--- src/hdl/isa_pkg.sv ---
`default_nettype none

package isa_pkg;

    localparam int XLEN       = 32;    // data and instruction word
    localparam int REG_ADDR_W = 5;

    typedef enum logic [6:0] {
        OP     = 7'b0110011,
        OP_IMM = 7'b0010011,
        LOAD   = 7'b0000011,
        STORE  = 7'b0100011,
        BRANCH = 7'b1100011
    } opcode_e;

    typedef enum logic [1:0] {
        ALU_ADD = 2'd0,
        ALU_SUB = 2'd1,
        ALU_AND = 2'd2,
        ALU_OR  = 2'd3
    } alu_op_e;

    localparam logic [2:0] F3_ADD_SUB = 3'b000;    // also beq
    localparam logic [2:0] F3_OR      = 3'b110;
    localparam logic [2:0] F3_AND     = 3'b111;
    localparam logic [6:0] F7_SUB     = 7'b0100000;

    localparam logic [XLEN-1:0] NOP_INSTR = 32'h0000_0013;    // addi x0, x0, 0

    typedef struct packed {
        logic [6:0]            funct7;
        logic [REG_ADDR_W-1:0] rs2;
        logic [REG_ADDR_W-1:0] rs1;
        logic [2:0]            funct3;
        logic [REG_ADDR_W-1:0] rd;
        opcode_e               opcode;
    } r_type_t;

    typedef struct packed {
        logic [11:0]           imm;
        logic [REG_ADDR_W-1:0] rs1;
        logic [2:0]            funct3;
        logic [REG_ADDR_W-1:0] rd;
        opcode_e               opcode;
    } i_type_t;

    typedef struct packed {
        logic [6:0]            imm_hi;
        logic [REG_ADDR_W-1:0] rs2;
        logic [REG_ADDR_W-1:0] rs1;
        logic [2:0]            funct3;
        logic [4:0]            imm_lo;
        opcode_e               opcode;
    } s_type_t;

    typedef struct packed {
        logic                  imm12;
        logic [5:0]            imm10_5;
        logic [REG_ADDR_W-1:0] rs2;
        logic [REG_ADDR_W-1:0] rs1;
        logic [2:0]            funct3;
        logic [3:0]            imm4_1;
        logic                  imm11;
        opcode_e               opcode;
    } b_type_t;

    // one instruction word, four ways to read it
    typedef union packed {
        r_type_t r;
        i_type_t i;
        s_type_t s;
        b_type_t b;
    } instr_u;

endpackage

`default_nettype wire

--- src/hdl/core_pkg.sv ---
`default_nettype none

package core_pkg;

    import isa_pkg::*;

    typedef struct packed {
        alu_op_e alu_op;
        logic    alu_src_imm;    // operand b from immediate
        logic    reg_write;
        logic    mem_read;
        logic    mem_write;
        logic    mem_to_reg;
    } ctrl_t;

    typedef struct packed {
        ctrl_t                 ctrl;
        logic [REG_ADDR_W-1:0] rs1;
        logic [REG_ADDR_W-1:0] rs2;
        logic [REG_ADDR_W-1:0] rd;
        logic [XLEN-1:0]       rs1_data;
        logic [XLEN-1:0]       rs2_data;
        logic [XLEN-1:0]       imm;
    } id_ex_t;

    typedef struct packed {
        ctrl_t                 ctrl;
        logic [REG_ADDR_W-1:0] rd;
        logic [XLEN-1:0]       alu_result;
        logic [XLEN-1:0]       store_data;
    } ex_mem_t;

    typedef struct packed {
        logic                  reg_write;
        logic [REG_ADDR_W-1:0] rd;
        logic [XLEN-1:0]       value;    // already muxed load or alu
    } mem_wb_t;

    typedef struct packed {
        logic                  valid;
        logic [REG_ADDR_W-1:0] rd;
        logic [XLEN-1:0]       value;
    } fwd_t;

    typedef enum logic {
        DBG_MEM = 1'b0,
        DBG_REG = 1'b1
    } dbg_src_e;

endpackage

`default_nettype wire

--- src/hdl/memory_stage.sv ---
`default_nettype none
`timescale 1ns/10ps

module memory_stage
    import isa_pkg::*;
    import core_pkg::*;
#(
    parameter int DMEM_WORDS = 32
)
(
    input  wire                   clk_i,
    input  wire                   reset,
    input  wire                   run_i,
    input  wire ex_mem_t          ex_mem_i,
    input  wire [REG_ADDR_W-1:0]  dbg_addr_i,
    output logic [XLEN-1:0]       dbg_mem_o,
    output fwd_t                  fwd_mem_o,
    output mem_wb_t               wb_o,
    output fwd_t                  fwd_wb_o
);

    localparam int DAW = $clog2(DMEM_WORDS);

    logic [XLEN-1:0] dmem [DMEM_WORDS];
    logic [DAW-1:0]  word_idx;
    logic [XLEN-1:0] load_data;

    assign word_idx  = ex_mem_i.alu_result[DAW+1:2];    // byte address to word
    assign load_data = dmem[word_idx];
    assign dbg_mem_o = dmem[DAW'(dbg_addr_i)];

    // a load result is not ready in this stage, the stall covers it
    assign fwd_mem_o = '{valid: ex_mem_i.ctrl.reg_write && !ex_mem_i.ctrl.mem_to_reg,
                         rd:    ex_mem_i.rd,
                         value: ex_mem_i.alu_result};
    assign fwd_wb_o  = '{valid: wb_o.reg_write, rd: wb_o.rd, value: wb_o.value};

    always_ff @(posedge clk_i or posedge reset) begin
        if (reset) begin
            for (int k = 0; k < DMEM_WORDS; k++) begin
                dmem[k] <= '0;
            end
        end else if (run_i && ex_mem_i.ctrl.mem_write) begin
            dmem[word_idx] <= ex_mem_i.store_data;
        end
    end

    always_ff @(posedge clk_i or posedge reset) begin
        if (reset) begin
            wb_o <= '0;
        end else if (run_i) begin
            wb_o.reg_write <= ex_mem_i.ctrl.reg_write;
            wb_o.rd        <= ex_mem_i.rd;
            wb_o.value     <= ex_mem_i.ctrl.mem_to_reg ? load_data : ex_mem_i.alu_result;
        end
    end

endmodule

`default_nettype wire

--- config.mk ---
export PLATFORM = sky130hd
export DESIGN_NAME = memory_stage
export DESIGN_NICKNAME = d
export VERILOG_FILES = /design/src/hdl/isa_pkg.sv /design/src/hdl/core_pkg.sv /design/src/hdl/memory_stage.sv
export SDC_FILE = /design/constraint.sdc
export NUM_CORES = 2
export LEC_CHECK = 0
export BUFFER_PORTS_ARGS = -buffer_cell sky130_fd_sc_hd__buf_2
export CAP_MARGIN = 0
export CORE_UTILIZATION = 60
export CTS_BUF_LIST = sky130_fd_sc_hd__clkbuf_8
export DETAILED_ROUTE_END_ITERATION = 16
export GPL_ROUTABILITY_DRIVEN = 0
export PLACE_DENSITY = 0.78
export SYNTH_ARGS = -nofsm -noshare
export SYNTH_HDL_FRONTEND = slang
export SYNTH_SLANG_ARGS = --single-unit
--- constraint.sdc ---
create_clock -name clk_i -period 54.6 [get_ports clk_i]
set_clock_uncertainty 0.2 [all_clocks]
set_input_delay 0 -clock clk_i [delete_from_list [all_inputs] [get_ports clk_i]]
set_output_delay 0 -clock clk_i [all_outputs]
set_load 0.1 [all_outputs]
==> summary by stage <==
Yosys
Dividing the synthesized area by the synthesized cell count gives 14.6 µm². The flip-flop cell with the highest count after synthesis is sky130_fd_sc_hd__dfrtp_1. The count of synthesis-stage warnings from yosys is 0. The register bit total from synthesis is 1,062.

The number of synthesized flops with an enable pin is 0. The cell count after synthesis is 3,882. The netlist uses 54 different library cells. The async set-or-reset flop fraction in the synthesized netlist is 1.00. Synthesis produced a netlist with a net count of 3,966.

For this run, the register share of the synthesized area comes to 0.469. In this run the cell area of the synthesized design comes to 56,700 µm².

Timing
Setup repair after global routing left no endpoint under its margin. After routing, the total negative slack on setup checks comes to 0 ns. On the final layout, the worst hold slack is 0.0918 ns. The final clock period utilization by the worst path is 0.0911. The peak clock frequency supported by timing is 0.201 GHz. The slew at the pin closest to its max-slew limit is 1.24 ns. Setup violations remaining at the end of the flow were counted as 0. The count of final max-slew check failures came to 0. The total count of hold-check failures in the final report was 0.

In this run the tightest slew margin relative to its limit is 0.169. The final critical-path required period is 4.97 ns.

Die
The overall die width is 309 µm. The vertical die dimension is 309 µm. The die covers 95,700 µm².

The initialized floorplan defines 112 standard-cell rows. The total area inside the core boundary comes to 93,500 µm². The top-level port count is 230. The initial standard-cell utilization of the core is 0.607.

Detailed routing
Dividing the detail-routed wire length by the instance count gives 32.3 µm. The detail route stage leaves a number of antenna-violating nets equal to 0. The routed layout has 38.0k vias. The first routing iteration left 4,540 violations. The routed via count divided by cell count is 6.98. For this run, design rule violations remaining after detail routing come to 0. Wires add up to 176 mm. The first-pass detailed-route iteration total is 5.

Global route
After global routing the overflow that remains totals 0. The first global-routing pass estimated 259 mm of wire. The via count of the first global-routing pass is 38.6k. The overall routing resource usage is 0.375. The initial antenna violation count is 4. The maximum number of pins on one net before global-route repair is 158.

Setup path
The worst setup path is captured at a flop. Of all nets on the critical path, the largest fanout is 62. The arrival time at the worst endpoint is 5.52 ns. STA classifies the critical path startpoint as a primary input. The required time of the critical path is 55.15 ns. The kind of critical path is in2reg.

Clock tree
The clock edge transition at the registers on the reported setup and hold paths is 0.06 ns. The H-tree was split into 4 levels. The clock latency on the worst-skew pair is 0.89 ns. The clock drives 1,062 sinks. The buffer cell driving the clock tree root is sky130_fd_sc_hd__clkbuf_8. The clock tree from TritonCTS is built. The number of gates resized after CTS was 0. The clock buffer count from CTS is 175. No sink is reached through more buffers than the 3 on the longest clock path.

Placed design
The HPWL after detailed placement is 97.3 mm. Input and output buffers added on the ports amount to 225.

Power and ir drop
Summed over all cells, the static leakage comes to 28.6 nW. In this run the power density over the cells is 33.2 nW/µm². IR analysis of the VDD net gives a maximum drop of 0.0228 mV.

Run
Max-cap violations in this run came to 0.

Outcome
The flow ran to the end, and the final reports show no timing, DRC or antenna violations.

Layout
The share of cells above drive strength 1 is 0.490. The layout net count is 4,132. The area growth from synthesis to final layout is 10.7%.

Worst hold path
The min-delay analysis places its worst path in the category in2reg.
==> layout by cell type, fill, tap and decap left out, drive strengths merged, types with 33 or more instances in the layout <==
master,instances
dfrtp,1062
dlygate4sd3,145
mux2,1068
o21ai,34
o22ai,143
a22oi,33
buf,318
mux2i,350
nor2,72
inv,90
mux4,388
clkbuf,211
==> registers in the layout (all words and copies together), names as in the netlist <==
name / flops
fwd_wb_o: 38
dmem: 1024
==> routing by layer <==
metal  share of wire  vias to the layer above  GRT usage
met5        0.000045                        -          0
met4           0.053                        2      0.183
met3            0.11                      554      0.109
met2            0.45                     2226      0.561
met1            0.38                    20000      0.507
li1                -                    15200          -
==> what timing repair did <==
item / 4_1_cts / 5_1_grt
hold buffers: 145 / 0
hold endpoints to repair: 1665 / 0
buffers inserted: 0 / 0
==> stage by stage <==
stage          setup WS [ns]  area (µm²)  utilization  power, mW  std cells
4_1_cts                49.83       62700        0.671       2.08       5434
3_3_place_gp           49.73       57900        0.620       1.38       4980
6_report               49.63       62800        0.671       2.08       5441
2_1_floorplan          24.51       56700            -       1.31       3882
3_5_place_dp           49.73       57900        0.620       1.40       4980
5_1_grt                49.55       62700        0.671       2.16       5437
==> worst max-delay path, stage by stage <==
cell and delay, ns:
sky130_fd_sc_hd__dlygate4sd3_1 0.57, sky130_fd_sc_hd__buf_8 0.43, sky130_fd_sc_hd__buf_4 0.79, sky130_fd_sc_hd__buf_4 0.83
sky130_fd_sc_hd__buf_4 0.74, sky130_fd_sc_hd__mux2i_1 0.26, sky130_fd_sc_hd__o32ai_1 0.10, sky130_fd_sc_hd__or3_1 0.41
sky130_fd_sc_hd__o41ai_1 0.37, sky130_fd_sc_hd__a41oi_1 0.17, sky130_fd_sc_hd__dlygate4sd3_1 0.58
==> Yosys cell counts, drive strengths merged, types with 6 or more instances <==
cell type,instances,area share
a211oi,24,0.0032
o21a,32,0.0042
or2,6,0.00066
nor2,72,0.0053
dfrtp,1062,0.47
o211ai,8,0.0011
nand2,32,0.0022
o21ai,34,0.0030
o22ai,143,0.016
mux4,388,0.15
a22oi,33,0.0044
nor4,27,0.0030
mux2i,350,0.062
o221a,6,0.0012
nor2b,20,0.0022
buf,305,0.033
a31oi,18,0.0020
mux2,1068,0.21
clkbuf,170,0.011
nor3,30,0.0030
==> cell families (layout without fill, tap and decap cells) <==
family,Yosys count,after routing,synth area share
DFF,1062,1062,0.469
other,0,7,0
and+or+nand+nor,224,224,0.0218
buffers and inverters,476,774,0.0444
AOI/OAI and AO/OA,314,314,0.0371
muxes,1806,1806,0.428
==> final cells by class <==
cell class	instances	area (µm²)
antenna	7	17.5
clock buffer	210	2890
clock inverter	99	474
fill	6567	30700
inverter	1	11.3
multi-input combinational	2344	27800
sequential	1062	26600
tap	1254	1570
timing repair buffer	464	3390
==> power by group <==
part,internal (mW),switching [mW]
Combinational,0.202,0.231
Sequential,0.892,0.0771
Clock,0.349,0.331
Total,1.44,0.638
==> final timing paths <==
check | from | endpoint | slack (ns) | cells after the start
max | ex_mem_i[35] | fwd_wb_o[4]$_DFFE_PP0P_ | 49.63 | 11
max in group asynchronous | reset | dmem[556]$_DFFE_PP0P_ | 50.91 | 7
min | ex_mem_i[48] | fwd_wb_o[16]$_DFFE_PP0P_ | 0.09 | 4
max reg2reg | dmem[147]$_DFFE_PP0P_ | fwd_wb_o[19]$_DFFE_PP0P_ | 51.70 | 5
min reg2reg | dmem[856]$_DFFE_PP0P_ | dmem[856]$_DFFE_PP0P_ | 0.31 | 1
min in group asynchronous | reset | dmem[833]$_DFFE_PP0P_ | 0.22 | 4
Note: power is estimated with default switching activity, not from simulation.
