$ cat config.mk
export PLATFORM = sky130hd
export DESIGN_NAME = fetch_stage
export DESIGN_NICKNAME = d
export VERILOG_FILES = /design/src/hdl/isa_pkg.sv /design/src/hdl/fetch_stage.sv
export SDC_FILE = /design/constraint.sdc
export NUM_CORES = 2
export LEC_CHECK = 0
export ABC_CLOCK_PERIOD_IN_PS = 3270
export BUFFER_PORTS_ARGS = -buffer_cell sky130_fd_sc_hd__buf_2
export CAP_MARGIN = 20
export CORE_MARGIN = 4
export CORE_UTILIZATION = 35
export CTS_BUF_LIST = sky130_fd_sc_hd__clkbuf_8 sky130_fd_sc_hd__clkbuf_16
export DETAILED_ROUTE_END_ITERATION = 12
export PLACE_DENSITY = 0.49
export SLEW_MARGIN = 10
export SYNTH_ARGS = -nofsm -noshare
export SYNTH_HDL_FRONTEND = slang
export SYNTH_SLANG_ARGS = --single-unit
export TNS_END_PERCENT = 1
$ cat constraint.sdc
create_clock -name clk_i -period 3.27 [get_ports clk_i]
set_input_delay 0.327 -clock clk_i [delete_from_list [all_inputs] [get_ports clk_i]]
set_output_delay 0.327 -clock clk_i [all_outputs]
set_load 0.1 [all_outputs]
$ cat src/hdl/isa_pkg.sv
`default_nettype none

package isa_pkg;

    localparam int XLEN       = 32;    // data and instruction word
    localparam int REG_ADDR_W = 5;

    typedef enum logic [6:0] {
        OP     = 7'b0110011,
        OP_IMM = 7'b0010011,
        LOAD   = 7'b0000011,
        STORE  = 7'b0100011,
        BRANCH = 7'b1100011
    } opcode_e;

    typedef enum logic [1:0] {
        ALU_ADD = 2'd0,
        ALU_SUB = 2'd1,
        ALU_AND = 2'd2,
        ALU_OR  = 2'd3
    } alu_op_e;

    localparam logic [2:0] F3_ADD_SUB = 3'b000;    // also beq
    localparam logic [2:0] F3_OR      = 3'b110;
    localparam logic [2:0] F3_AND     = 3'b111;
    localparam logic [6:0] F7_SUB     = 7'b0100000;

    localparam logic [XLEN-1:0] NOP_INSTR = 32'h0000_0013;    // addi x0, x0, 0

    typedef struct packed {
        logic [6:0]            funct7;
        logic [REG_ADDR_W-1:0] rs2;
        logic [REG_ADDR_W-1:0] rs1;
        logic [2:0]            funct3;
        logic [REG_ADDR_W-1:0] rd;
        opcode_e               opcode;
    } r_type_t;

    typedef struct packed {
        logic [11:0]           imm;
        logic [REG_ADDR_W-1:0] rs1;
        logic [2:0]            funct3;
        logic [REG_ADDR_W-1:0] rd;
        opcode_e               opcode;
    } i_type_t;

    typedef struct packed {
        logic [6:0]            imm_hi;
        logic [REG_ADDR_W-1:0] rs2;
        logic [REG_ADDR_W-1:0] rs1;
        logic [2:0]            funct3;
        logic [4:0]            imm_lo;
        opcode_e               opcode;
    } s_type_t;

    typedef struct packed {
        logic                  imm12;
        logic [5:0]            imm10_5;
        logic [REG_ADDR_W-1:0] rs2;
        logic [REG_ADDR_W-1:0] rs1;
        logic [2:0]            funct3;
        logic [3:0]            imm4_1;
        logic                  imm11;
        opcode_e               opcode;
    } b_type_t;

    // one instruction word, four ways to read it
    typedef union packed {
        r_type_t r;
        i_type_t i;
        s_type_t s;
        b_type_t b;
    } instr_u;

endpackage

`default_nettype wire

$ cat src/hdl/fetch_stage.sv
`default_nettype none
`timescale 1ns/10ps

module fetch_stage
    import isa_pkg::*;
#(
    parameter int IMEM_WORDS = 64
)
(
    input  wire                          clk_i,
    input  wire                          reset,
    input  wire                          run_i,
    input  wire                          imem_we_i,
    input  wire [$clog2(IMEM_WORDS)-1:0] imem_addr_i,
    input  wire [XLEN-1:0]               imem_data_i,
    input  wire                          stall_i,
    input  wire                          branch_taken_i,
    input  wire [XLEN-1:0]               branch_target_i,
    output logic [XLEN-1:0]              if_pc_o,
    output instr_u                       if_instr_o
);

    localparam int AW = $clog2(IMEM_WORDS);

    logic [XLEN-1:0] imem [IMEM_WORDS];
    logic [XLEN-1:0] pc_q;
    logic [XLEN-1:0] fetched;

    assign fetched = imem[pc_q[AW+1:2]];    // word index from byte pc

    always_ff @(posedge clk_i) begin
        if (imem_we_i) begin
            imem[imem_addr_i] <= imem_data_i;
        end
    end

    always_ff @(posedge clk_i or posedge reset) begin
        if (reset) begin
            pc_q <= '0;
        end else if (run_i) begin
            if (branch_taken_i) begin
                pc_q <= branch_target_i;
            end else if (!stall_i) begin
                pc_q <= pc_q + XLEN'(4);
            end
        end
    end

    always_ff @(posedge clk_i or posedge reset) begin
        if (reset) begin
            if_pc_o    <= '0;
            if_instr_o <= NOP_INSTR;
        end else if (run_i) begin
            if (branch_taken_i) begin
                if_instr_o <= NOP_INSTR;    // drop the wrong-path word
            end else if (!stall_i) begin
                if_pc_o    <= pc_q;
                if_instr_o <= fetched;
            end
        end
    end

endmodule

`default_nettype wire

==> out/qor.log <==
[cts] clock buffer depth 3
[route] wire length the detailed router placed on met1 111000 um
[power] post-route total power 64900 uW
[cts] Root Buffer Master sky130_fd_sc_hd__clkbuf_16
[layout] number of fillers in the final layout 20700
[floorplan] overall die area 244000 um^2
[floorplan] count of pins on the block boundary 140
[worst_setup_path] critical-path cell list buf_12 -> buf_12 -> buf_12 -> mux4_2 -> mux4_2 -> a22oi_2 -> nand3_1
[placement] detailed placement HPWL 144000 um
[route] number of nets with antenna violations after detailed routing 0
[worst_setup_path] nature of the critical path endpoint register
[worst_setup_path] cell type of the slowest stage on the worst timing path sky130_fd_sc_hd__dfrtp_4
[route] Met3 Wirelength 16000 um
[cts] count of H-tree levels built during CTS 4
[worst_setup_path] Worst EP required 4000 ps
[sta] Relative slew margins 0.269
[sta] number of pins exceeding their max-slew limit in the final report 0
[route] wire length per cell after detailed routing 33.1 um
[synthesis] syn_nets 3884
[worst_setup_path] largest stage delay on the critical path 560 ps
[layout] layout-stage area growth over the synthesis result 18.8%
[global_routing] Overall Global Routing Usage 0.207
[sta] unrepaired setup endpoints after global routing no
[sta] total negative slack for setup checks 0 ps
[synthesis] fraction of registers with async set/reset 0.0448
[global_routing] number of global-route vias before repair 42900
[sta] fraction of the cycle the final worst path needs 0.928
[sta] minimum hold slack 47.7 ps
[cts] Clock Sinks 2144
[cts] CTS tree yes
[cts] number of buffers created by CTS 223
[worst_setup_path] data arrival at the endpoint of the critical path 3770 ps
[route] drc violations 0
[route] vias 42500
[global_routing] largest net degree at the start of global routing 65
[placement] port bufs 139
[global_routing] wire length of the first global-routing pass 353000 um
[floorplan] core outline area 235000 um^2
[worst_setup_path] cell repeated most along the worst path sky130_fd_sc_hd__buf_12
[synthesis] count of flip-flops with a built-in enable after synthesis 2048
[synthesis] Cell Area, Synth 82700 um^2
[floorplan] die boundary height 494 um
[synthesis] share of the synthesized area in the top cell type 0.744
[placement] Place WS -27.5 ps
[sta] maximum operating frequency 0.330 GHz
[layout] net total in the final layout 4410
[sta] Slew @ Worst Pin 1100 ps
[synthesis] syn avg cell area 21.7 um^2
[global_routing] antenna violations before repair 18
[floorplan] site row count 178
[synthesis] Netlist cell types 64
[power] power density over cell area 660 nW/um^2
[job] Maximum Capacitance Violations 0
[route] detailed-route wire length 254000 um
[sta] Post-Route Skew 76.7 ps
[route] detailed-router iteration count before antenna repair 5
[global_routing] leftover overflow at the end of global routing 0
[route] per-cell via count in the routed design 5.53
[synthesis] main flop type after synthesis sky130_fd_sc_hd__edfxtp_1
[worst_setup_path] Buf+Inv Stages, Crit Path 3
[power] maximum VDD drop 0.676 mV
[route] uppermost signal routing layer after detailed routing met5
[sta] min cycle time layout 3030 ps
[run_status] status complete, no violations
[cts] CTS clk-pin slew, worst paths 60 ps
[synthesis] Synth Register Bits 2144
[route] sum of met2 wire segment lengths after detailed routing 121000 um
[synthesis] biggest area contributors in the synthesized netlist sky130_fd_sc_hd__edfxtp_1 74%, sky130_fd_sc_hd__mux4_2 14%, sky130_fd_sc_hd__dfrtp_1 2.8%, sky130_fd_sc_hd__mux2i_1 1.6%, sky130_fd_sc_hd__nand2_1 0.87%
[worst_setup_path] startpoint kind of the worst setup timing path register
[worst_setup_path] cell type group with the largest total delay on the critical path multiplexers
[synthesis] sequential area share after synthesis 0.773
[synthesis] Post-Syn Instances 3807
[floorplan] initial core utilization 0.352
[power] leak pwr 0.0315 uW
[floorplan] die outline width 494 um
[worst_setup_path] Crit Path Category register to register
[placement] final weighted congestion in routability-driven placement 0.780
[worst_setup_path] largest fanout on the critical path 26
[sta] least setup slack across all paths after layout 237 ps
[sta] Hold Vio Cnt, Final 0
[layout] fraction of layout cells with a size suffix above 1 0.306
[synthesis] dominant cell type by area after synthesis sky130_fd_sc_hd__edfxtp_1
[sta] setup-violating endpoint count in the final report 0
[route] drt first-iter violations 4805
[synthesis] Yosys warnings 0
[cts] Worst-Skew Late Latency 870 ps
[worst_hold_path] path class of the lowest-slack min-delay path input pin to register
what timing repair did:
| item | CTS | global route |
|---|---|---|
| endpoints found under the setup margin | 2 | 0 |
| resized for setup | 3 | 0 |
| buffers inserted | 0 | 0 |
| hold endpoints to repair | 124 | 280 |
| hold buffers | 40 | 17 |
cells in the mapped netlist, types with 36 or more instances:
master	instances
sky130_fd_sc_hd__o21ai_0	45
sky130_fd_sc_hd__clkbuf_1	71
sky130_fd_sc_hd__mux2i_1	132
sky130_fd_sc_hd__dfrtp_1	93
sky130_fd_sc_hd__buf_2	67
sky130_fd_sc_hd__a21oi_1	40
sky130_fd_sc_hd__nor2_1	113
sky130_fd_sc_hd__o22ai_1	37
sky130_fd_sc_hd__nand2_1	191
sky130_fd_sc_hd__mux4_2	520
sky130_fd_sc_hd__a22oi_1	49
sky130_fd_sc_hd__nand3_1	36
sky130_fd_sc_hd__edfxtp_1	2048
per-layer routing:
metal	global-route usage	vias up
met1	0.300	23400
met4	0.0481	12
met3	0.0316	328
met2	0.330	1638
met5	0	-
li1	-	17100
layout make-up:
class | count | area [um^2] | area share
repair buffers | 510 | 5210 | 0.0530
clock buffers | 237 | 5800 | 0.0590
flip-flops and latches | 2144 | 63900 | 0.651
multi-input cells | 1444 | 18100 | 0.184
diodes | 8 | 20.0 | 0.000204
inverters | 10 | 43.8 | 0.000446
well taps | 3150 | 3940 | 0.0401
clock inverters | 174 | 1250 | 0.0127
final timing paths:
| kind | start | to | slack [ps] | cells after the start |
|---|---|---|---|---|
| setup / recovery | pc_q[2] | if_instr_o[15] | 240 | 7 |
| hold / removal | imem_data_i[8] | imem[29][8] | 50 | 1 |
| setup reg to reg | pc_q[2] | if_instr_o[15] | 240 | 7 |
| hold reg to reg | pc_q[1] | if_pc_o[1] | 470 | 2 |
| max in group asynchronous | reset | if_instr_o[30] | 2370 | 4 |
| min in group asynchronous | reset | pc_q[23] | 100 | 3 |
worst register-to-register path, delay by kind of cell, from the launching register on:
kind	cells	cell delay (ps)
AO/OA/AOI/OAI	1	380
buffers and inverters	3	780
flip-flops	1	560
multiplexers	2	1040
AND/OR/NAND/NOR	1	130
report_power, final:
group / leakage, uW / total (uW) / internal, uW / switching [uW]
Sequential: 0.0196 / 30900 / 30500 / 395
Combinational: 0.00814 / 9510 / 3730 / 5790
Clock: 0.00370 / 24500 / 13800 / 10700
Total: 0.0315 / 64900 / 48000 / 16900
state kept, by name (all words and copies together), names as in the netlist:
| name | flops |
|---|---|
| imem | 2048 |
| if_instr_o | 32 |
| pc_q | 32 |
| if_pc_o | 32 |
cells in the final DEF, fill, tap and decap left out, types with 21 or more instances in the layout:
master and count:
sky130_fd_sc_hd__dlygate4sd3_1 57, sky130_fd_sc_hd__a21oi_1 40, sky130_fd_sc_hd__o21ai_0 45, sky130_fd_sc_hd__dfrtp_1 88, sky130_fd_sc_hd__nand2_1 190, sky130_fd_sc_hd__edfxtp_1 2048
sky130_fd_sc_hd__mux2i_1 132, sky130_fd_sc_hd__clkinv_2 29, sky130_fd_sc_hd__nor2_1 49, sky130_fd_sc_hd__nor2_4 62, sky130_fd_sc_hd__o22ai_1 37, sky130_fd_sc_hd__buf_2 139
sky130_fd_sc_hd__inv_1 71, sky130_fd_sc_hd__a22oi_1 48, sky130_fd_sc_hd__clkinv_1 49, sky130_fd_sc_hd__mux2_2 21, sky130_fd_sc_hd__buf_4 188, sky130_fd_sc_hd__clkbuf_16 225
sky130_fd_sc_hd__buf_12 125, sky130_fd_sc_hd__nand3_1 36, sky130_fd_sc_hd__mux4_2 520
cell families (layout without fill, tap and decap cells):
group / Yosys count / in the layout / synth area share
compound gates: 319 / 319 / 0.0269
fa+ha+maj: 1 / 1 / 0.000151
other cells: 0 / 8 / 0
simple gates: 451 / 451 / 0.0247
buf+inv: 219 / 931 / 0.0149
mux: 673 / 673 / 0.160
flops: 2144 / 2144 / 0.773
per-stage QoR:
stage           util  cells  cell area, um^2
2_1_floorplan      -   3807            82700
3_3_place_gp   0.384   7182            90200
3_5_place_dp   0.384   7182            90200
4_1_cts        0.415   7633            97700
5_1_grt        0.418   7673            98200
6_report       0.418   7677            98300
Power figures use the tool's default switching activity.
