File: src/hdl/isa_pkg.sv
`default_nettype none

package isa_pkg;

    localparam int XLEN       = 32;    // data and instruction word
    localparam int REG_ADDR_W = 5;

    typedef enum logic [6:0] {
        OP     = 7'b0110011,
        OP_IMM = 7'b0010011,
        LOAD   = 7'b0000011,
        STORE  = 7'b0100011,
        BRANCH = 7'b1100011
    } opcode_e;

    typedef enum logic [1:0] {
        ALU_ADD = 2'd0,
        ALU_SUB = 2'd1,
        ALU_AND = 2'd2,
        ALU_OR  = 2'd3
    } alu_op_e;

    localparam logic [2:0] F3_ADD_SUB = 3'b000;    // also beq
    localparam logic [2:0] F3_OR      = 3'b110;
    localparam logic [2:0] F3_AND     = 3'b111;
    localparam logic [6:0] F7_SUB     = 7'b0100000;

    localparam logic [XLEN-1:0] NOP_INSTR = 32'h0000_0013;    // addi x0, x0, 0

    typedef struct packed {
        logic [6:0]            funct7;
        logic [REG_ADDR_W-1:0] rs2;
        logic [REG_ADDR_W-1:0] rs1;
        logic [2:0]            funct3;
        logic [REG_ADDR_W-1:0] rd;
        opcode_e               opcode;
    } r_type_t;

    typedef struct packed {
        logic [11:0]           imm;
        logic [REG_ADDR_W-1:0] rs1;
        logic [2:0]            funct3;
        logic [REG_ADDR_W-1:0] rd;
        opcode_e               opcode;
    } i_type_t;

    typedef struct packed {
        logic [6:0]            imm_hi;
        logic [REG_ADDR_W-1:0] rs2;
        logic [REG_ADDR_W-1:0] rs1;
        logic [2:0]            funct3;
        logic [4:0]            imm_lo;
        opcode_e               opcode;
    } s_type_t;

    typedef struct packed {
        logic                  imm12;
        logic [5:0]            imm10_5;
        logic [REG_ADDR_W-1:0] rs2;
        logic [REG_ADDR_W-1:0] rs1;
        logic [2:0]            funct3;
        logic [3:0]            imm4_1;
        logic                  imm11;
        opcode_e               opcode;
    } b_type_t;

    // one instruction word, four ways to read it
    typedef union packed {
        r_type_t r;
        i_type_t i;
        s_type_t s;
        b_type_t b;
    } instr_u;

endpackage

`default_nettype wire

File: src/hdl/core_pkg.sv
`default_nettype none

package core_pkg;

    import isa_pkg::*;

    typedef struct packed {
        alu_op_e alu_op;
        logic    alu_src_imm;    // operand b from immediate
        logic    reg_write;
        logic    mem_read;
        logic    mem_write;
        logic    mem_to_reg;
    } ctrl_t;

    typedef struct packed {
        ctrl_t                 ctrl;
        logic [REG_ADDR_W-1:0] rs1;
        logic [REG_ADDR_W-1:0] rs2;
        logic [REG_ADDR_W-1:0] rd;
        logic [XLEN-1:0]       rs1_data;
        logic [XLEN-1:0]       rs2_data;
        logic [XLEN-1:0]       imm;
    } id_ex_t;

    typedef struct packed {
        ctrl_t                 ctrl;
        logic [REG_ADDR_W-1:0] rd;
        logic [XLEN-1:0]       alu_result;
        logic [XLEN-1:0]       store_data;
    } ex_mem_t;

    typedef struct packed {
        logic                  reg_write;
        logic [REG_ADDR_W-1:0] rd;
        logic [XLEN-1:0]       value;    // already muxed load or alu
    } mem_wb_t;

    typedef struct packed {
        logic                  valid;
        logic [REG_ADDR_W-1:0] rd;
        logic [XLEN-1:0]       value;
    } fwd_t;

    typedef enum logic {
        DBG_MEM = 1'b0,
        DBG_REG = 1'b1
    } dbg_src_e;

endpackage

`default_nettype wire

File: src/hdl/decode_stage.sv
`default_nettype none
`timescale 1ns/10ps

module decode_stage
    import isa_pkg::*;
    import core_pkg::*;
(
    input  wire                    clk_i,
    input  wire                    reset,
    input  wire                    run_i,
    input  wire [XLEN-1:0]         if_pc_i,
    input  wire instr_u            if_instr_i,
    input  wire mem_wb_t           wb_i,
    input  wire [REG_ADDR_W-1:0]   dbg_addr_i,
    output logic [XLEN-1:0]        dbg_reg_o,
    output logic                   stall_o,
    output logic                   branch_taken_o,
    output logic [XLEN-1:0]        branch_target_o,
    output id_ex_t                 id_ex_o
);

    localparam int NREGS = 2 ** REG_ADDR_W;

    logic [XLEN-1:0] regs [NREGS];
    ctrl_t           ctrl;
    logic [XLEN-1:0] imm;
    logic [XLEN-1:0] imm_b;
    logic [XLEN-1:0] rs1_data;
    logic [XLEN-1:0] rs2_data;
    logic            is_beq;
    logic            uses_rs2;

    always_comb begin
        ctrl     = '0;
        imm      = '0;
        is_beq   = 1'b0;
        uses_rs2 = 1'b0;
        case (if_instr_i.r.opcode)
            OP: begin
                ctrl.reg_write = 1'b1;
                uses_rs2       = 1'b1;
                case (if_instr_i.r.funct3)
                    F3_AND:  ctrl.alu_op = ALU_AND;
                    F3_OR:   ctrl.alu_op = ALU_OR;
                    default: ctrl.alu_op = (if_instr_i.r.funct7 == F7_SUB) ? ALU_SUB : ALU_ADD;
                endcase
            end
            OP_IMM, LOAD: begin
                ctrl.alu_src_imm = 1'b1;
                ctrl.reg_write   = 1'b1;
                ctrl.mem_read    = (if_instr_i.i.opcode == LOAD);
                ctrl.mem_to_reg  = (if_instr_i.i.opcode == LOAD);
                imm = {{(XLEN-12){if_instr_i.i.imm[11]}}, if_instr_i.i.imm};
            end
            STORE: begin
                ctrl.alu_src_imm = 1'b1;
                ctrl.mem_write   = 1'b1;
                uses_rs2         = 1'b1;    // store data
                imm = {{(XLEN-12){if_instr_i.s.imm_hi[6]}}, if_instr_i.s.imm_hi,
                       if_instr_i.s.imm_lo};
            end
            BRANCH: begin
                uses_rs2 = 1'b1;
                is_beq   = (if_instr_i.b.funct3 == F3_ADD_SUB);
            end
            default: begin
            end
        endcase
    end

    // write-through so a result in writeback is seen this cycle
    assign rs1_data = (wb_i.reg_write && wb_i.rd != '0 && wb_i.rd == if_instr_i.r.rs1)
                    ? wb_i.value : regs[if_instr_i.r.rs1];
    assign rs2_data = (wb_i.reg_write && wb_i.rd != '0 && wb_i.rd == if_instr_i.r.rs2)
                    ? wb_i.value : regs[if_instr_i.r.rs2];
    assign dbg_reg_o = regs[dbg_addr_i];

    assign stall_o = id_ex_o.ctrl.mem_read && (id_ex_o.rd != '0)
                  && ((id_ex_o.rd == if_instr_i.r.rs1)
                   || (uses_rs2 && id_ex_o.rd == if_instr_i.r.rs2));

    assign imm_b = {{(XLEN-13){if_instr_i.b.imm12}}, if_instr_i.b.imm12, if_instr_i.b.imm11,
                    if_instr_i.b.imm10_5, if_instr_i.b.imm4_1, 1'b0};
    assign branch_taken_o  = is_beq && (rs1_data == rs2_data) && !stall_o;
    assign branch_target_o = if_pc_i + imm_b;

    always_ff @(posedge clk_i or posedge reset) begin
        if (reset) begin
            for (int k = 0; k < NREGS; k++) begin
                regs[k] <= '0;
            end
        end else if (wb_i.reg_write && wb_i.rd != '0) begin    // x0 stays zero
            regs[wb_i.rd] <= wb_i.value;
        end
    end

    always_ff @(posedge clk_i or posedge reset) begin
        if (reset) begin
            id_ex_o <= '0;
        end else if (run_i) begin
            if (stall_o) begin
                id_ex_o <= '0;    // bubble behind the load
            end else begin
                id_ex_o.ctrl     <= ctrl;
                id_ex_o.rs1      <= if_instr_i.r.rs1;
                id_ex_o.rs2      <= if_instr_i.r.rs2;
                id_ex_o.rd       <= if_instr_i.r.rd;
                id_ex_o.rs1_data <= rs1_data;
                id_ex_o.rs2_data <= rs2_data;
                id_ex_o.imm      <= imm;
            end
        end
    end

endmodule

`default_nettype wire

File: config.mk
export PLATFORM = sky130hd
export DESIGN_NAME = decode_stage
export DESIGN_NICKNAME = d
export VERILOG_FILES = /design/src/hdl/isa_pkg.sv /design/src/hdl/core_pkg.sv /design/src/hdl/decode_stage.sv
export SDC_FILE = /design/constraint.sdc
export NUM_CORES = 2
export LEC_CHECK = 0
export BUFFER_PORTS_ARGS = -buffer_cell sky130_fd_sc_hd__buf_4
export CAP_MARGIN = 20
export CELL_PAD_IN_SITES_DETAIL_PLACEMENT = 1
export CELL_PAD_IN_SITES_GLOBAL_PLACEMENT = 2
export CORE_ASPECT_RATIO = 0.6
export CORE_UTILIZATION = 46
export CTS_BUF_LIST = sky130_fd_sc_hd__clkbuf_16
export DETAILED_ROUTE_END_ITERATION = 16
export GPL_TIMING_DRIVEN = 0
export PLACE_DENSITY = 0.88
export RECOVER_POWER = 100
export SETUP_SLACK_MARGIN = 0.15
export SLEW_MARGIN = 40
export SYNTH_ARGS = -nofsm -noshare
export SYNTH_HDL_FRONTEND = slang
export SYNTH_SLANG_ARGS = --single-unit
File: constraint.sdc
create_clock -name clk_i -period 42.2 [get_ports clk_i]
set_clock_uncertainty 0.2 [all_clocks]
set_input_delay 4.22 -clock clk_i [delete_from_list [all_inputs] [get_ports clk_i]]
set_output_delay 4.22 -clock clk_i [all_outputs]
set_load 0.02 [all_outputs]
==> results summary <==
The placement-stage cell area is 76400 sq um. The final clock period utilization by the worst path came out at 50.7%. The clock network fraction of total power is 29.8%. The number of nets in the layout came out at 5222. Synthesis inferred 1121 register bits. STA puts the critical path data required time at 41.89 ns. Of all flip-flops after synthesis, the portion carrying an async set or reset was 100%. The chip height is 301 um. The most numerous cell type found on the critical path is clkbuf_1.

After Yosys synthesis, and, or, nand and nor cells account for 2.21% of the synthesized area. Summed over all nets, the half-perimeter wirelength after detailed placement is 261000 um. The type of the worst setup path is in -> async. The total of cells resized after clock tree synthesis is 0.

After synthesis, the largest family of logic cells by area is multiplexers. The length of the first detailed-routing pass in iterations came out at 8. The CTS tree is built.

The buffer cell driving the clock tree root is clkbuf_16. The utilization of the core after routing is 53.2%. In the layout the commonest cells are dfrtp_1, mux2_2, mux4_2. On the critical path, the stage with the largest delay is an instance of clkbuf_1.

The global-route usage over all layers is 47.8%. The fraction of final layout cells with drive strength greater than 1 came out at 48.5%. The endpoint arrival time on the critical path came out at 21.06 ns. The cell class contributing the biggest share of worst-path delay is buffers and inverters. The post-route cell area came out at 78400 sq um. Counting both buffers and inverters, the worst setup path holds a total of 7. The floorplan step set the die width to 500 um. In this run the count of I/O pins placed on the die edge is 294. The average size of a mapped cell is 15.0 sq um. The biggest area contributor in the post-synthesis netlist is dfrtp_1. The total setup violations reported at the end of the flow came out at 0. The critical path goes through clkbuf_4 -> clkinvlp_2 -> clkbuf_1 -> clkbuf_1 -> clkbuf_1 -> clkbuf_1 -> clkbuf_1. The TritonCTS buffer count is 111. The highest fanout seen on the critical path is 78. The largest single stage delay on the critical path is 3.15 ns. The clock network latency to the later pin of the worst-skew pair came out at 0.81 ns.

The compound-gate portion of the synthesized area came out at 4.67%. Synthesis produced a netlist with a net count of 4716. The initial antenna violation count is 23. The total instance count after detailed placement is 6965. The post-route setup TNS is 0 ns. The design internal power came out at 2.43 mW. In this run, the number of DRC markers left after iteration 0 of detailed routing was 10500. The worst setup path is launched from an input port. The leakage power is 32.9 nW. The share of synthesized area in the top cell type comes to 41.0%.

The port buffer count is 279. The xor and xnor area share after synthesis came out at 0.973%. The number of maximum-capacitance constraint violations is 81. The remaining max-slew budget at the tightest pin is -199%.

Across the VDD grid, the largest voltage drop is 0.0324 mV. The sequential-to-total area share from yosys stat came out at 41.0%. The number of distinct library cell variants in the gate-level netlist after synthesis is 66.

The maximum achievable frequency is 0.0468 GHz. The power density over the cells is 47.7 nW/um^2. The maximum buffer depth of the clock tree came out at 3. The total setup buffers inserted after CTS is 0.

The number of flops mapped to enable cells by yosys is 0. The flow ran to the end, but the final reports show violations. The number of warning messages in the yosys log is 0. The final route contains 57100 vias. The worst setup path is captured at an async pin.

Counting the fill cells in the layout gives 14100. The most common flop cell mapped by yosys is dfrtp_1. The floorplan step defined a die boundary enclosing 150000 sq um. The largest net degree at the start of global routing is 82. The global route total overflow is 0.

The placer's final routability congestion estimate is 1.07. Ranked by total cell area, the synthesized netlist is headed by dfrtp_1, mux4_2, mux2_2, mux2i_1, clkbuf_1. Leaving out fill and tap cells, the most frequent cell in the layout is dfrtp_1.

The path class of the tightest hold or removal check is reg -> reg. The worst hold slack is 0.295 ns. Summing every instance area after synthesis gives 68400 sq um. The via count of the first global-routing pass is 55600. The power share of the combinational group came out at 29.7%. After floorplanning, the core was divided into 109 placement rows.

The switching power summed over all nets came out at 1.30 mW. The fraction of power consumed by sequential logic is 40.4%. The final reports fail on max-capacitance violations, max-slew violations. The H-tree was split into 3 levels. The total number of clock tree sinks is 1121. The non-filler instance count after layout is 7198. For the pin with the worst max-slew slack, the measured transition is 4.49 ns. Using the TritonRoute via totals, the vias-per-cell ratio works out to 7.93.

Setup repair after global routing left no endpoint under its margin. The core region area is 147000 sq um. In the final routed layout, each cell accounts on average for 50.0 um. The final count of hold timing violations came out at 0. The multiplexer share of the synthesized area is 46.8%. The initial core utilization came out at 46.4%. The number of pins with negative max-slew slack in the final report came to 1804. The total wire length is 360000 um.

In this run the remaining antenna-violating nets after routing total 0. Relative to the synthesized area, the layout overhead comes to 14.6%. The share of synthesized cell area in full adder, half adder and majority cells came out at 0.578%. After clock tree synthesis, the clock-pin slew on the worst setup and hold paths is 0.06 ns. The clock period minus worst slack is 21.38 ns. After technology mapping, the gate count stands at 4575. In the routed design, unresolved DRC markers number 0. The setup slack of the worst register-to-register path came out at 38.59 ns. The first-pass GRT wire length came out at 483000 um. The hold-fix buffer count after cts is 0. The switching fraction of total power is 34.9%.
through the flow:
step / worst slack [ns] / power [mW]
after floorplan: 6.21 / 2.12
after CTS: 28.10 / 3.67
after detailed placement: 28.11 / 2.58
after global placement: -6.31 / 2.49
final: 20.82 / 3.74
after global routing: 18.32 / 3.79
power by group through the flow:
stage / logic [mW] / clock network, mW / registers, mW
6_report: 1.11 / 1.12 / 1.51
5_1_grt: 1.12 / 1.14 / 1.52
4_1_cts: 1.08 / 1.10 / 1.49
3_5_place_dp: 1.07 / 0 / 1.50
3_3_place_gp: 1.01 / 0 / 1.48
2_1_floorplan: 0.684 / 0 / 1.44
cells in the mapped netlist, drive strengths merged, types with 46 or more instances:
cell type,n
a21oi,131
mux2i,144
mux2,1033
nor2,69
clkbuf,321
dfrtp,1121
buf,220
nand3,46
nand2,118
mux4,842
o2bb2ai,82
a22oi,104
cell families after synthesis:
family	count (synthesis)
simple gates	322
compound gates	451
xor+xnor	76
mux	2019
buf+inv	555
fa+ha+maj	31
flops	1121
cell type report:
cell class                 count  area (sq um)  area share, %
multi-input combinational   2899         38000           48.4
sequential                  1121         28100           35.8
timing repair buffer         393          3220           4.11
clock buffer                 114          2850           3.64
buffer                       541          2680           3.42
tap                         1998          2500           3.19
clock inverter                93          1010           1.29
antenna                       25          62.6         0.0798
inverter                      14          53.8         0.0686
state kept, by name, indices dropped and copies added, names as in the netlist:
register	flops
regs	1024
id_ex_o	97
path summary, 6_finish.rpt:
kind,cells past startpoint,end,startpoint
worst max-delay path,7,regs[536],reset
worst min-delay path,1,id_ex_o[87],id_ex_o[87]
worst max register to register,10,id_ex_o[45],id_ex_o[97]
worst min register to register,1,id_ex_o[87],id_ex_o[87]
max in group clk_i,14,branch_taken_o,if_instr_i[21]
min in group asynchronous,2,regs[708],reset
metal layers:
layer  track usage (%)  wire length (um)  vias up
li1                  -                 -    19200
met1              58.4            124000    29800
met2              57.7            132000     6330
met3              36.1             74200     1637
met4              28.0             26600       70
met5              10.2              3010        -
worst register-to-register path: cells and delay by family, from the launching register on:
| family | cells | cell delay (ns) |
|---|---|---|
| xor+xnor | 1 | 0.21 |
| flops | 1 | 0.49 |
| buf+inv | 3 | 1.36 |
| compound gates | 3 | 0.59 |
| simple gates | 3 | 0.59 |
No activity file was read; power rests on OpenSTA's default activity.
