File: config.mk
export PLATFORM = sky130hd
export DESIGN_NAME = program_loader
export DESIGN_NICKNAME = d
export VERILOG_FILES = /design/src/hdl/isa_pkg.sv /design/src/hdl/program_loader.sv
export SDC_FILE = /design/constraint.sdc
export NUM_CORES = 1
export LEC_CHECK = 0
export BUFFER_PORTS_ARGS = -buffer_cell sky130_fd_sc_hd__buf_2
export CORE_ASPECT_RATIO = 0.8
export CORE_MARGIN = 4
export CORE_UTILIZATION = 40
export CTS_CLUSTER_SIZE = 25
export DETAILED_ROUTE_END_ITERATION = 10
export PLACE_DENSITY = 0.7
export SETUP_SLACK_MARGIN = 0.05
export SLEW_MARGIN = 20
export SYNTH_ARGS = -nofsm -noshare
export SYNTH_HDL_FRONTEND = slang
export SYNTH_SLANG_ARGS = --single-unit
File: constraint.sdc
create_clock -name clk_i -period 2.1 [get_ports clk_i]
set_input_delay 0 -clock clk_i [delete_from_list [all_inputs] [get_ports clk_i]]
set_output_delay 0 -clock clk_i [all_outputs]
set_load 0.03 [all_outputs]
File: src/hdl/isa_pkg.sv
`default_nettype none

package isa_pkg;

    localparam int XLEN       = 32;    // data and instruction word
    localparam int REG_ADDR_W = 5;

    typedef enum logic [6:0] {
        OP     = 7'b0110011,
        OP_IMM = 7'b0010011,
        LOAD   = 7'b0000011,
        STORE  = 7'b0100011,
        BRANCH = 7'b1100011
    } opcode_e;

    typedef enum logic [1:0] {
        ALU_ADD = 2'd0,
        ALU_SUB = 2'd1,
        ALU_AND = 2'd2,
        ALU_OR  = 2'd3
    } alu_op_e;

    localparam logic [2:0] F3_ADD_SUB = 3'b000;    // also beq
    localparam logic [2:0] F3_OR      = 3'b110;
    localparam logic [2:0] F3_AND     = 3'b111;
    localparam logic [6:0] F7_SUB     = 7'b0100000;

    localparam logic [XLEN-1:0] NOP_INSTR = 32'h0000_0013;    // addi x0, x0, 0

    typedef struct packed {
        logic [6:0]            funct7;
        logic [REG_ADDR_W-1:0] rs2;
        logic [REG_ADDR_W-1:0] rs1;
        logic [2:0]            funct3;
        logic [REG_ADDR_W-1:0] rd;
        opcode_e               opcode;
    } r_type_t;

    typedef struct packed {
        logic [11:0]           imm;
        logic [REG_ADDR_W-1:0] rs1;
        logic [2:0]            funct3;
        logic [REG_ADDR_W-1:0] rd;
        opcode_e               opcode;
    } i_type_t;

    typedef struct packed {
        logic [6:0]            imm_hi;
        logic [REG_ADDR_W-1:0] rs2;
        logic [REG_ADDR_W-1:0] rs1;
        logic [2:0]            funct3;
        logic [4:0]            imm_lo;
        opcode_e               opcode;
    } s_type_t;

    typedef struct packed {
        logic                  imm12;
        logic [5:0]            imm10_5;
        logic [REG_ADDR_W-1:0] rs2;
        logic [REG_ADDR_W-1:0] rs1;
        logic [2:0]            funct3;
        logic [3:0]            imm4_1;
        logic                  imm11;
        opcode_e               opcode;
    } b_type_t;

    // one instruction word, four ways to read it
    typedef union packed {
        r_type_t r;
        i_type_t i;
        s_type_t s;
        b_type_t b;
    } instr_u;

endpackage

`default_nettype wire

File: src/hdl/program_loader.sv
`default_nettype none
`timescale 1ns/10ps

module program_loader
    import isa_pkg::*;
#(
    parameter int IMEM_WORDS = 64
)
(
    input  wire                          clk_i,
    input  wire                          reset,
    input  wire                          instr_valid_i,
    input  wire [7:0]                    instr_byte_i,
    input  wire                          instr_last_i,
    output logic                         instr_ready_o,
    output logic                         imem_we_o,
    output logic [$clog2(IMEM_WORDS)-1:0] imem_addr_o,
    output logic [XLEN-1:0]              imem_data_o,
    output logic                         run_o
);

    localparam int AW = $clog2(IMEM_WORDS);

    logic              loaded_q;       // set once the last beat is taken
    logic [1:0]        lane_q;
    logic [XLEN-9:0]   low_bytes_q;    // first three bytes of a word
    logic              beat;

    assign instr_ready_o = !loaded_q;
    assign run_o         = loaded_q;
    assign beat          = instr_valid_i && instr_ready_o;
    assign imem_we_o     = beat && (lane_q == 2'd3);
    assign imem_data_o   = {instr_byte_i, low_bytes_q};    // lsb first

    always_ff @(posedge clk_i or posedge reset) begin
        if (reset) begin
            loaded_q    <= 1'b0;
            lane_q      <= '0;
            imem_addr_o <= '0;
        end else if (beat) begin
            lane_q <= lane_q + 2'd1;
            if (lane_q == 2'd3) begin
                imem_addr_o <= imem_addr_o + AW'(1);
            end
            if (instr_last_i) begin
                loaded_q <= 1'b1;    // ready drops, core starts
            end
        end
    end

    always_ff @(posedge clk_i) begin
        if (beat) begin
            low_bytes_q <= {instr_byte_i, low_bytes_q[XLEN-9:8]};
        end
    end

endmodule

`default_nettype wire

==> metrics.md, run 1 <==
| Metric | Value |
|---|---|
| Routability Congestion | `around 0.8` |
| Core Rows | `17` |
| Synth area leader | `edfxtp_1` |
| Final Util | `59.0%` |
| Worst path arrival time | `about 1500 ps` |
| Syn Inst Count | `67` |
| Mapped cell area | `0.00118 mm²` |
| Worst EP required | `roughly 2100 ps` |
| Initial Utilization | `42.3%` |
| First-pass GRT wire length | `3.43 mm` |
| Worst setup SP type | `flop` |
| Final Non-Filler Cells | `168` |
| DP Worst Slack | `571 ps` |
| Max cap viols | `0` |
| Die Y | `about 57 µm` |
| Hold depth | `3` |
| # H-tree levels | `2` |
| Slew Viols, Final | `0` |
| Nets@finish | `143` |
| Hold WC Path Type | `in -> reg` |
| Initial DRC Count | `12` |
| Leak | `~0.75 nW` |
| IO Pins | `53` |
| Fraction of layout cells with a size suffix above 1 | `a little under half` |
| Setup violations, final | `0` |
| GR Overflow Total | `0` |
| WS Path Type | `reg -> reg` |
| Post-route ant nets | `0` |
| Port-buffer cells | `52` |
| Antenna violations before repair | `0` |
| Yosys top cell area share | `61.2%` |
| R2r endpoint | `low_bytes_q[11]` |
| Final Hold Viols | `0` |
| Fmax | `648 MHz` |
| #FFs+latches synth | `33` |
| Vias in the first global route | `743` |
| Worst R2R Setup Slack | `560 ps` |
| Total power | `~1.3 mW` |
| Skew-Pair Late Insertion Delay | `270 ps` |
| DR DRC count | `0` |
| Clk sinks | `33` |
| Die area | `between 0.003 and 0.004 mm²` |
| Setup bufs post-CTS | `0` |
| Post-Syn Area per Cell | `~18 µm²` |
| Post-cts sizing count | `0` |
| Skew final | `2.95 ps` |
| Via count | `approximately 720` |
| Final min period | `1540 ps` |
| GRT Util Overall | `approximately an eighth` |
| Register-to-Register Path Depth | `3` |
| Drt wl/cell | `roughly 12 µm` |
| Max FO, Critical Path | `16` |
| Clock-pin transition on the worst setup and hold timing paths | `roughly 60 ps` |
| Share of the yosys chip area belonging to registers | `roughly 80%` |
| Max_slew headroom | `76.6%` |
| Largest net degree at the start of global routing | `17` |
| Setup TNS Final | `0 ps` |
| Final WS setup | `between 500 and 600 ps` |
| RSZ-0062 raised after global routing | `false` |
| Synth unique cells | `15` |
| Dpl hpwl | `around 1.6 mm` |
| Longest Clk Path Bufs | `2` |
| Run status | `completed` |
| Final wirelength | `between 2 and 2.5 mm` |
| Reg-to-reg critical path startpoint | `run_o` |
| N_diodes | `0` |
| Layout area overhead | `39.6%` |
| Num CTS Buffers | `5` |
| Slew of the pin with the lowest slew margin | `~350 ps` |
| First-pass iteration count of the detailed router | `4` |
| Hold path start | `instr_valid_i` |
| Hold Path Sink | `lane_q[0]` |
| Pwr dens | `about 800 mW/mm²` |
| Yosys Warn Count | `0` |
| DIE WIDTH | `roughly 69 µm` |
| Root buffer cell | `clkbuf_8` |
| Via-to-Cell Ratio | `between 4 and 5` |
| Mapped Nets | `81` |
| CTS tree | `done` |
| Fin crit share | `approximately three quarters` |
| Placed Cells | `149` |
| Core Region | `~0.0028 mm²` |
| Post-cts hold buffer count | `11` |
| Top cells by area, synth | `edfxtp_1, dfrtp_1, buf_4, nand2_1, xnor2_1` |
| Crit path capture type | `flop` |
| Peak supply drop | `~430 µV` |
==> flip-flops by register name (all words and copies together) (netlist names) <==
register / cells
imem_addr_o: 6
run_o: 1
low_bytes_q: 24
lane_q: 2
==> logic make-up (layout without fill, tap and decap cells) <==
family / Yosys count / after routing / share of synthesized area (%)
mux: 1 / 1 / 1.27
xor+xnor: 6 / 6 / 4.46
fa+ha+maj: 2 / 2 / 2.13
simple gates: 13 / 13 / 5.31
flops: 33 / 33 / 80.3
buf+inv: 12 / 75 / 6.48
==> how the worst max path moves through the flow <==
stage / from / end / slack [ps] / cells after the start
after floorplan: run_o / low_bytes_q[0] / 450 / 2
after CTS: run_o / low_bytes_q[11] / 540 / 3
final: run_o / low_bytes_q[11] / 560 / 3
after global routing: run_o / low_bytes_q[11] / 430 / 3
after global placement: run_o / low_bytes_q[6] / 630 / 3
after detailed placement: run_o / low_bytes_q[3] / 570 / 3
==> synth_stat cells (all sizes together) <==
| library cell | instances |
|---|---|
| nand4 | 2 |
| xnor2 | 3 |
| nand2 | 7 |
| dfrtp | 9 |
| buf | 9 |
| ha | 2 |
| nor2 | 1 |
| nand2b | 1 |
| and3b | 1 |
| mux2 | 1 |
| nor3 | 1 |
| xor2 | 3 |
| inv | 3 |
| edfxtp | 24 |
==> final cells by class <==
| class | count | area [µm²] |
|---|---|---|
| multi-input combinational | 22 | 155 |
| inverter | 3 | 11.3 |
| timing repair buffer | 64 | 378 |
| clock buffer | 6 | 72.6 |
| clock inverter | 2 | 33.8 |
| sequential | 33 | 946 |
| tap | 38 | 47.5 |
| fill | 220 | 1140 |
==> power breakdown <==
group          switching, mW  internal [mW]
sequential           0.00267          0.698
clock                  0.199          0.349
combinational         0.0364         0.0292
==> metal layers <==
| layer | up-vias | part of all wire, % | global-route usage (%) |
|---|---|---|---|
| met5 | - | 0 | 0 |
| met4 | 0 | 2.1 | 6.80 |
| met3 | 5 | 5.6 | 3.00 |
| met2 | 21 | 54 | 20.7 |
| met1 | 340 | 38 | 13.5 |
| li1 | 349 | - | - |
==> critical path, stage by stage (launching register included) <==
cell and delay (ps):
dfrtp_1 400, nand2b_1 250, inv_1 310, buf_4 290
==> layout by cell type, fill, tap and decap left out <==
cell and count:
bufinv_16 1, nand4_1 2, mux2_4 1, inv_1 3, nand2b_1 1, clkbuf_8 5
nor3_1 1, ha_1 2, edfxtp_1 24, dlygate4sd3_1 11, dfrtp_1 9, xnor2_1 3
and3b_1 1, buf_2 52, clkinv_1 1, buf_4 1, nor2_1 1, clkbuf_1 1
nand2_1 7, xor2_1 3
==> stage by stage <==
stage	cell area (µm²)	hold WS [ps]
2_1_floorplan	1180	-172
3_3_place_gp	1430	-31.9
3_5_place_dp	1430	-22.1
4_1_cts	1640	170
5_1_grt	1640	240
6_report	1640	172
Power figures use the tool's default switching activity.
==> run 2, diff against run 1 <==
Settings changed: ABC_AREA from default to 1, PLACE_DENSITY 0.7 to 0.69.
Clock period 2.1 ns to 1.52 ns, I/O delays scaled along.
==> metrics.md, run 2 <==
| Metric | Value |
|---|---|
| Synth cell count leaders | `edfxtp_1, nand2_1, dfrtp_1 (was edfxtp_1, dfrtp_1, buf_4)` |
| Syn Inst Count | `77 (was 67)` |
| Post-synth EDFFs | `24 (unchanged)` |
| DR DRC count | `0 (unchanged)` |
| XOR/XNOR Fraction of Synth Area | `3.62% (was 4.46%)` |
| Root buffer cell | `clkbuf_8 (unchanged)` |
| Routability Congestion | `0.691 (was 0.800)` |
| Setup violations, final | `0 (unchanged)` |
| Slew Viols, Final | `0 (unchanged)` |
| Die Y | `57.2 µm (was 56.5 µm)` |
| RSZ-0062 raised after global routing | `false (unchanged)` |
| Layout area overhead | `38.4% (was 39.6%)` |
| Post-route ant nets | `0 (unchanged)` |
| #FFs+latches synth | `33 (unchanged)` |
| Vias in the first global route | `816 (was 743)` |
| Fmax | `approximately 780 MHz` |
| Synth unique cells | `13 (was 15)` |
| Yosys Warn Count | `0 (unchanged)` |
| Initial Utilization | `42.8% (was 42.3%)` |
| Final Non-Filler Cells | `178 (was 168)` |
| Max FO, Critical Path | `5 (was 16)` |
| Max_slew headroom | `76.2% (was 76.6%)` |
| Die area | `0.00398 mm² (was 0.00388 mm²)` |
| Slew of the pin with the lowest slew margin | `357 ps (was 351 ps)` |
| Skew-Pair Late Insertion Delay | `270 ps (about the same)` |
| Mapped Nets | `91 (was 81)` |
| GR Overflow Total | `0 (unchanged)` |
| Core Rows | `17 (unchanged)` |
| Pwr dens | `1000 mW/mm² (was 800 mW/mm²)` |
| Nets@finish | `153 (was 143)` |
| Mapped cell area | `0.00121 mm² (was 0.00118 mm²)` |
| Most frequent cells in the layout | `buf_2, edfxtp_1, nand2_1, dlygate4sd3_1, dfrtp_1 (was buf_2, edfxtp_1, dlygate4sd3_1, dfrtp_1, nand2_1)` |
| Max cap viols | `0 (unchanged)` |
| Main combinational cell family by area after synthesis | `simple AND/OR/NAND/NOR gates (was buffers and inverters)` |
| # H-tree levels | `2 (unchanged)` |
| Core Region | `0.00283 mm² (was 0.00279 mm²)` |
| Top-count cell post-synth | `edfxtp_1 (unchanged)` |
| Critical path's top delay family | `flip-flops (was buffers and inverters)` |
| Peak supply drop | `1060 µV (was 427 µV)` |
| Worst EP required | `1520 ps (was 2070 ps)` |
| CTS tree | `done (unchanged)` |
| CP max stage delay | `400 ps (about the same)` |
| Register-to-Register Path Depth | `4 (was 3)` |
| Via count | `768 (was 715)` |
| Biggest regs | `low_bytes_q x24, imem_addr_o x6, lane_q x2 (unchanged)` |
| Antenna violations before repair | `0 (unchanged)` |
| Drt wl/cell | `12.5 µm (was 12.2 µm)` |
| Mux share of post-synthesis cell area | `0% (was 1.28%)` |
| Placed Cells | `160 (was 149)` |
| Worst Path Buf+Inv | `2 (unchanged)` |
| Top cells by area, synth | `edfxtp_1, dfrtp_1, buf_4, nand2_1, xnor2_1 (unchanged)` |
| Synth area leader | `edfxtp_1 (unchanged)` |
| Final Hold Viols | `0 (unchanged)` |
| Worst setup SP type | `flop (unchanged)` |
| First-pass iteration count of the detailed router | `5 (was 4)` |
| Share of the yosys chip area belonging to registers | `78.1% (was 80.3%)` |
| Post-cts sizing count | `0 (unchanged)` |
| Total power | `1.68 mW (was 1.31 mW)` |
| Crit path capture type | `output port (was flop)` |
| Fillers | `225 (was 220)` |
| Via-to-Cell Ratio | `4.31 (was 4.26)` |
| GRT Util Overall | `12.6% (was 12.2%)` |
| Commonest non-fill, non-tap cell in the layout | `buf_2 (unchanged)` |
| Dpl hpwl | `1.68 mm (was 1.55 mm)` |
| Post-Syn Area per Cell | `15.7 µm² (was 17.6 µm²)` |
| Initial DRC Count | `24 (was 12)` |
| Skew final | `3.05 ps (was 2.95 ps)` |
| Hold WC Path Type | `in -> reg (unchanged)` |
| Cell Chain, Critical Path | `ha_1 > nand3_4 > inv_2 > buf_2 (was nand2b_1 > inv_1 > buf_4)` |
| Final min period | `1280 ps` |
| Largest net degree at the start of global routing | `26 (was 17)` |
| Setup TNS Final | `0 ps (unchanged)` |
| Clk sinks | `33 (unchanged)` |
| Port-buffer cells | `52 (unchanged)` |
| Hold depth | `3 (unchanged)` |
| WS Path Type | `reg -> out (was reg -> reg)` |
| Synth Flop Type | `edfxtp_1 (unchanged)` |
| Yosys top cell area share | `59.5% (was 61.2%)` |
| Longest Clk Path Bufs | `2 (unchanged)` |
| Async SR Flop Fraction | `27.3% (unchanged)` |
| Max reg flops | `24 (unchanged)` |
| Clock-pin transition on the worst setup and hold timing paths | `60 ps (about the same)` |
| Worst path arrival time | `1280 ps (was 1510 ps)` |
| Synth Area in Adders | `2.07% (was 2.13%)` |
| Fraction of layout cells with a size suffix above 1 | `47.9% (was 46.2%)` |
| Final wirelength | `2.22 mm (was 2.04 mm)` |
| DIE WIDTH | `69.5 µm (was 68.7 µm)` |
| Largest register by flop count | `low_bytes_q (unchanged)` |
| Num CTS Buffers | `5 (unchanged)` |
| First-pass GRT wire length | `3.88 mm (was 3.43 mm)` |
| IO Pins | `53 (unchanged)` |
| Fin crit share | `~84%` |
| Critical path depth | `4 (was 3)` |
| Post-Synth Simple-Gate Area | `9.09% (was 5.31%)` |
| Slowest cell on the critical path | `dfrtp_1 (unchanged)` |
| Synth Area in Compound Gates | `0% (unchanged)` |
| Run status | `completed (unchanged)` |
| N_diodes | `0 (unchanged)` |
| Leak | `0.762 nW (was 0.747 nW)` |
## run 2: cell types whose count changed in the layout (fill, tap and decap cells not counted), moves of 2 or more
cell     before  now
nand2_1       7   15
nand3_1       0    3
inv_2         0    2
nand2_2       0    2
nand4_1       2    0
xor2_1        3    1
## run 2: through the flow
stage	area [µm²]	hold WS [ps]	worst slack, ps	utilization [%]
2_1_floorplan	1220	-172	92.5	-
3_3_place_gp	1490	-28.6	400	52.5
3_5_place_dp	1490	-13.6	367	52.5
4_1_cts	1680	1.12	227	59.3
5_1_grt	1680	10.5	174	59.3
6_report	1680	2.01	237	59.3
## run 2: cell families (layout without fill, tap and decap cells)
| family | after synthesis | in the layout |
|---|---|---|
| buf+inv | 15 | 78 |
| simple gates | 22 | 22 |
| fa+ha+maj | 2 | 2 |
| xor+xnor | 5 | 5 |
| flops | 33 | 33 |
## run 2: area by class of cell
type / count / area, µm² / area share, %
Tap cell: 38 / 47.5 / 2.84
Multi-Input combinational cell: 29 / 181 / 10.8
Sequential cell: 33 / 947 / 56.5
Inverter: 7 / 30.0 / 1.79
Clock buffer: 8 / 90.1 / 5.37
Timing Repair Buffer: 63 / 380 / 22.7
## run 2: metal layers
| metal | up-vias | part of all wire [%] | GRT usage (%) |
|---|---|---|---|
| met4 | 0 | 1.5 | 5.85 |
| met3 | 2 | 6.2 | 4.05 |
| met2 | 25 | 55 | 22.4 |
| met1 | 368 | 37 | 13.7 |
| li1 | 373 | - | - |
| met5 | - | 0 | 0 |
## run 2: worst paths after layout
kind | from | endpoint | slack, ps
worst max-delay path | lane_q[0] | imem_we_o | 240
worst max register to register | run_o | low_bytes_q[3] | 360
min in group asynchronous | reset | imem_addr_o[0] | 250
worst min-delay path | instr_valid_i | run_o | 2
max in group asynchronous | reset | run_o | 990
worst min register to register | low_bytes_q[11] | low_bytes_q[3] | 450
## run 2: repair_timing
| item | in CTS | in global routing |
|---|---|---|
| setup endpoints to repair | 0 | 0 |
| hold endpoints to repair | 18 | 0 |
| hold buffers | 10 | 0 |
| buffers inserted | 0 | 0 |
## run 2: where the power goes
group	leakage, nW	switching [mW]	internal [mW]	total [mW]
clock network	0.0455	0.280	0.369	0.648
registers	0.331	0	0.960	0.960
logic	0.386	0.0421	0.0346	0.0766
total	0.762	0.322	1.36	1.68
## run 2: worst register-to-register path, delay by kind of cell (launching register included)
kind,cells,cell delay [ps]
buffers and inverters,3,360
flip-flops,1,410
AND/OR/NAND/NOR,1,100
